## config.mk

```make
export PLATFORM = sky130hd
export DESIGN_NAME = icache_ctrl
export DESIGN_NICKNAME = d
export VERILOG_FILES = /design/src/verilog/icache_pkg.sv /design/src/verilog/icache_ctrl.sv
export VERILOG_INCLUDE_DIRS = /design/src /design/src/include
export SDC_FILE = /design/constraint.sdc
export NUM_CORES = 1
export LEC_CHECK = 0
export BUFFER_PORTS_ARGS = -buffer_cell sky130_fd_sc_hd__clkbuf_2
export CORE_AREA = 2 2 94 96
export DETAILED_ROUTE_END_ITERATION = 10
export DIE_AREA = 0 0 96 98
export HOLD_SLACK_MARGIN = 0.1
export PLACE_DENSITY = 0.73
export SLEW_MARGIN = 20
export SYNTH_ARGS = -nofsm -noshare
export SYNTH_HDL_FRONTEND = slang
export SYNTH_SLANG_ARGS = --single-unit
```

## constraint.sdc

```tcl
create_clock -name clk -period 2.5 [get_ports clk]
set_clock_uncertainty 0.15 [all_clocks]
set_input_delay 0.5 -clock clk [delete_from_list [all_inputs] [get_ports clk]]
set_output_delay 0.5 -clock clk [all_outputs]
set_load 0.02 [all_outputs]
```

## src/include/icache_consts.svh

```systemverilog
`ifndef ICACHE_CONSTS_SVH
`define ICACHE_CONSTS_SVH

// cache geometry that also works with 4 ways
`define ICACHE_WAYS      2
`define ICACHE_SETS      64
`define ICACHE_ADDR_W    32

// address slicing for 64-bit lines
`define ICACHE_INDEX_LSB 3
`define ICACHE_INDEX_W   6
`define ICACHE_TAG_LSB   9
`define ICACHE_TAG_W     23
`define ICACHE_WORD_BIT  2

// per-set age counter that saturates at all ones
`define ICACHE_AGE_W     3

`endif

```

## src/verilog/icache_pkg.sv

```systemverilog
`include "icache_consts.svh"

package icache_pkg;

    // stored tag from address bits 31..9
    typedef logic [`ICACHE_TAG_W-1:0] icache_tag_t;

    // one cache line holding two instructions
    // the word at an address with bit 2 clear is the low half
    typedef logic [63:0] icache_line_t;

    // one instruction
    typedef logic [31:0] icache_word_t;

    // saturating per-set age of a way
    typedef logic [`ICACHE_AGE_W-1:0] icache_age_t;

endpackage

```

## src/verilog/icache_ctrl.sv

```systemverilog
`timescale 1ns/1ps
`include "icache_consts.svh"

module icache_ctrl (
    input  logic                                         clk,
    input  logic                                         rst,
    input  logic                                         i_req_valid,
    output logic                                         o_req_ready,
    input  logic [`ICACHE_ADDR_W-1:0]                    i_req_addr,
    output logic                                         o_mem_req_valid,
    input  logic                                         i_mem_req_ready,
    output logic [`ICACHE_ADDR_W-1:0]                    o_mem_req_addr,
    input  logic                                         i_mem_rsp_valid,
    input  icache_pkg::icache_line_t                     i_mem_rsp_data,
    output logic                                         o_rd_en,
    output logic [`ICACHE_INDEX_W-1:0]                   o_index,
    output icache_pkg::icache_tag_t                      o_tag,
    output logic [`ICACHE_WAYS-1:0]                      o_fill_we,
    output icache_pkg::icache_line_t                     o_fill_line,
    output logic                                         o_touch,
    input  logic [`ICACHE_WAYS-1:0]                      i_way_hit,
    input  logic [`ICACHE_WAYS-1:0]                      i_way_valid,
    input  icache_pkg::icache_age_t [`ICACHE_WAYS-1:0]   i_way_age,
    output logic                                         o_rsp_load,
    output logic                                         o_rsp_fill,
    output logic                                         o_word_sel,
    input  logic                                         i_rsp_busy
);

    typedef enum logic [1:0] {IDLE, LOOKUP, MREQ, WAIT} state_t;

    state_t                      state;
    state_t                      state_nxt;
    logic [`ICACHE_ADDR_W-1:0]   addr_q;
    logic                        cmp_q;
    logic                        live_q;
    logic                        accept;
    logic                        any_hit;
    logic                        hit_now;
    logic                        fill;
    logic                        found;
    icache_pkg::icache_age_t     best_age;
    logic [`ICACHE_WAYS-1:0]     victim;
    logic [`ICACHE_WAYS-1:0]     victim_q;

    // live_q keeps the fetch port closed for the first cycle out of reset
    assign o_req_ready = live_q && (state == IDLE) && !i_rsp_busy;
    assign accept      = i_req_valid && o_req_ready;
    assign any_hit     = |i_way_hit;

    // LOOKUP spends one cycle on the RAM read and one on the compare (cmp_q)
    assign hit_now = (state == LOOKUP) && cmp_q && any_hit;
    assign fill    = (state == WAIT) && i_mem_rsp_valid;

    assign o_rd_en         = (state == LOOKUP) && !cmp_q;
    assign o_index         = addr_q[`ICACHE_INDEX_LSB +: `ICACHE_INDEX_W];
    assign o_tag           = addr_q[`ICACHE_TAG_LSB +: `ICACHE_TAG_W];
    assign o_word_sel      = addr_q[`ICACHE_WORD_BIT];
    assign o_mem_req_valid = (state == MREQ);
    assign o_mem_req_addr  = {addr_q[`ICACHE_ADDR_W-1:`ICACHE_INDEX_LSB],
                              {`ICACHE_INDEX_LSB{1'b0}}};
    assign o_fill_we       = {`ICACHE_WAYS{fill}} & victim_q;
    assign o_fill_line     = i_mem_rsp_data;
    assign o_touch         = hit_now || fill;
    assign o_rsp_load      = hit_now || fill;
    assign o_rsp_fill      = fill;

    // victim is the first invalid way, else the oldest with the lowest index on a tie
    always_comb begin
        victim   = '0;
        found    = 1'b0;
        best_age = i_way_age[0];
        for (int w = 0; w < `ICACHE_WAYS; w++) begin
            if (!found && !i_way_valid[w]) begin
                victim[w] = 1'b1;
                found     = 1'b1;
            end
        end
        if (!found) begin
            victim[0] = 1'b1;
            for (int w = 1; w < `ICACHE_WAYS; w++) begin
                if (i_way_age[w] > best_age) begin
                    victim    = '0;
                    victim[w] = 1'b1;
                    best_age  = i_way_age[w];
                end
            end
        end
    end

    always_comb begin
        state_nxt = state;
        case (state)
            IDLE:    if (accept) state_nxt = LOOKUP;
            LOOKUP:  if (cmp_q) state_nxt = any_hit ? IDLE : MREQ;
            MREQ:    if (i_mem_req_ready) state_nxt = WAIT;
            WAIT:    if (i_mem_rsp_valid) state_nxt = IDLE;
            default: state_nxt = IDLE;
        endcase
    end

    always_ff @(posedge clk or negedge rst) begin
        if (!rst) begin
            state  <= IDLE;
            cmp_q  <= 1'b0;
            live_q <= 1'b0;
        end else begin
            state  <= state_nxt;
            cmp_q  <= (state == LOOKUP) && !cmp_q;
            live_q <= 1'b1;
        end
    end

    // request address and chosen victim for the pending miss
    always_ff @(posedge clk) begin
        if (accept) begin
            addr_q <= i_req_addr;
        end
        if ((state == LOOKUP) && cmp_q && !any_hit) begin
            victim_q <= victim;
        end
    end

endmodule

```

* Yosys cells after proc, flatten, opt, wreduce, memory -nomap -nowiden *
Cells that the tools add are included.
Widths: inputs -> output; s select.

cells by class
  eq/ne operators = 7
  reductions and logical operators = 17
  magnitude comparators = 1
  muxes and demuxes = 11
  bitwise gates (word level) = 1

operators with widths
  operator            count
  $mux 2              7
  $logic_and 1x1->1   9
  $pmux 2 s4          1
  $ne 2x2->1 const B  3
  $eq 2x2->1 const B  2
  $logic_not 1->1     4
  $reduce_and 4->1    1
  $gt 3x3->1          1
  $mux 1              3
  $and 2x2->2         1
  $eq 2x1->1 const B  1
  $logic_not 2->1     1
  $ne 2x1->1 const B  1
  $reduce_or 2->1     1
  $logic_or 1x1->1    1

word-level totals
  flip-flop bits (word level) = 38
  word-level logic and storage cells = 42
  bits of input ports = 112

* Logic depth before layout (Yosys ltp) *
  word-level depth = 6
  depth in mapped cells = 5
  depth with buffers taken out = 5

* Worst setup path after synthesis *
No wires, ideal clock.

  path type = register to register
  start point = register (tool-made name)
  end point = register addr_q[10] (enable)
  stages on the path, launching flop included = 5
  data required time = 1.960 ns
  setup time = 0.390 ns
  path buffers = 1
  setup slack = 0.247 ns
  arrival time = 1.713 ns
  cell sequence = dfrtp_1 > buf_6 > nor3b_2 > and2b_1 > and2_1

RTL lines
  what                  line                source
  to (signal assigned)  icache_ctrl.sv:117  addr_q <= i_req_addr;
  to (decl)             icache_ctrl.sv:34   logic [`ICACHE_ADDR_W-1:0] addr_q;

==> metrics.yaml <==
clk_pin_slew_worst_paths_ns: 0.08
min_period_ns: 2.01
fin_crit_sh_pct: 80.2
switching_share_pct: 31.9
first_iter_violations: 28
drc: 0
grt_pass1_wl_um: 4990
synth_top_area_share_pct: 47.6
clock_power_share_pct: 27.1
synth-main-ff-cell: "edfxtp_1"
die_w_um: 96
netlist_area_um2: 2020
fp-row-count: 34
syn2layout_area_growth_pct: 3.53
worst-setup-path-type: "register to output port"
io_pins: 246
final_cell_mix: "clkbuf_2 (112), edfxtp_1 (32), inv_1 (5), clkbuf_8 (5)"
clkSinkCount: 36
max_clock_freq_mhz: 499
via_per_inst: 3.78
leakage_nw: 0.997
status: "finished clean"
cts_hold_buffers: 1
p_sw_w: 0.000490
setup_violations: 0
pwr-share-seq_pct: 50.3
dp_slack_ns: 0.560
slew_viol_final: 0
post-route-util_pct: 24.7
drt_pass1_iterations: 3
cts_setup_buffers: 0
power_density_nw_per_um2: 735
placedCellCount: 293
wirelength_um: 3520
fin_nets: 308
synthArstFlopShare_pct: 11.1
overflow: 0
antenna_found_initial: 1
finalNonFillerCells: 303
synth_cell_type_count: 24
routedWlPerCell_um: 11.6
setup_ws_ns: 0.494
internal-power_w: 0.00105
yosysTopAreaCell: "edfxtp_1"
die-area_um2: 9410
cp-start-kind: "register"
start_util_pct: 23.8
arrival_ns: 1.36
cts_root_buffer: "clkbuf_8"
vias: 1145
avgSynthCellArea_um2: 12.0
fin_tns_setup_ns: 0
combPwrFrac_pct: 22.6
htree_levels: 2
fillers: 930
synth-seq-area-share_pct: 52.6
ys_warn_count: 0
rsz0062_at_grt: "no"
path_max_fanout: 10
layout-drive-gt1-share_pct: 62.9
die_h_um: 98
synth_edf_count: 32
worstSkewPairLatency_ns: 0.28
port_buffers: 112
critical_path.endpoint_type: "output port"
worst_ep_required_time_ns: 1.85
synth_cells: 168
core_area_um2: 8470
hold_violations: 0
cts_resized: 0
vdd_drop_max_mv: 0.155
track_usage_pct: 7.10
cts_tree: "built"
mostFrequentLayoutCell: "clkbuf_2"
grt_pass1_vias: 1069
r2r_setup_slack_ns: 0.64
maxCapViolCount: 0
grt_max_degree: 31
clockBufferDepth: 2
cts_buffers: 5
antenna_left: 0
holdCritPathClass: "primary input to register"
place_congestion: 0.635
synthTopCellsByArea: "edfxtp_1 (48%), buf_4 (36%), dfrtp_1 (5.0%)"
ys_ff_latch: 36
==> sequential cells by signal (all words and copies together) (netlist names), named ones only <==
register / flops
addr_q: 30
cmp_q: 1
victim_q: 2
state: 1
live_q: 1
==> cells in the mapped netlist, types with 2 or more instances <==
| library cell | number |
|---|---|
| and3_1 | 2 |
| conb_1 | 2 |
| ha_1 | 3 |
| dfrtp_1 | 4 |
| and2_1 | 4 |
| inv_1 | 5 |
| edfxtp_1 | 32 |
| buf_4 | 97 |
| nand2_1 | 4 |
==> cells by family (layout without fill, tap and decap cells) <==
| family | Yosys count | count (layout) | synth area share (%) |
|---|---|---|---|
| AOI/OAI and AO/OA | 6 | 6 | 2.11 |
| adders and majority gates | 3 | 3 | 1.86 |
| buffers and inverters | 103 | 127 | 37.6 |
| DFF | 36 | 36 | 52.6 |
| other | 2 | 5 | 0.372 |
| and+or+nand+nor | 18 | 18 | 5.52 |
==> worst max-delay path, cell delays in order (launching register included) <==
cell and delay (ns):
dfrtp_1 0.48, o31ai_1 0.25, and2_1 0.17, clkbuf_2 0.17
==> power groups by stage <==
stage	sequential [W]	clock, W	combinational [W]
CTS	0.000774	0.000444	0.000356
finish	0.000773	0.000416	0.000348
global placement	0.000781	0	0.000347
detailed placement	0.000788	0	0.000354
floorplan	0.000801	0	0.000400
global route	0.000783	0.000473	0.000380
==> metal layers <==
metal  vias to the layer above  global-route usage [%]  part of all wire [%]
met3                        24                    4.63                    16
li1                        503                       -                     -
met2                       108                    11.4                    47
met4                         0                    5.49                   3.1
met5                         -                       0                     0
met1                       510                    6.12                    34
==> worst paths after layout <==
check,endpoint,depth (start not counted),startpoint
min in group asynchronous,live_q$_DFF_PN0_,2,rst
min,addr_q[25]$_DFFE_PP_,1,i_req_addr[25]
max reg2reg,addr_q[22]$_DFFE_PP_,4,register
max,o_rsp_load,3,register
max in group asynchronous,asynchronous set/reset pin,2,rst
min reg2reg,cmp_q$_DFF_PN0_,1,cmp_q$_DFF_PN0_
==> metrics by stage <==
stage	power, W	hold WS (ns)	instance area [um2]
after floorplan	0.00120	0.0544	2030
after global placement	0.00113	0.159	1990
after global routing	0.00164	0.209	2090
after CTS	0.00157	0.221	2090
after detailed placement	0.00114	0.163	1990
final	0.00154	0.235	2090
==> final cells by class <==
cell class / count / area (um2) / area share [%]
Multi-Input combinational cell: 31 / 206 / 9.88
Timing Repair Buffer: 114 / 578 / 27.7
Sequential cell: 36 / 1060 / 50.8
Antenna cell: 1 / 2.50 / 0.120
Inverter: 5 / 18.8 / 0.898
Clock inverter: 3 / 18.8 / 0.898
Clock buffer: 5 / 68.8 / 3.29
Tap cell: 108 / 135 / 6.47
(Power assumes the default switching activity.)
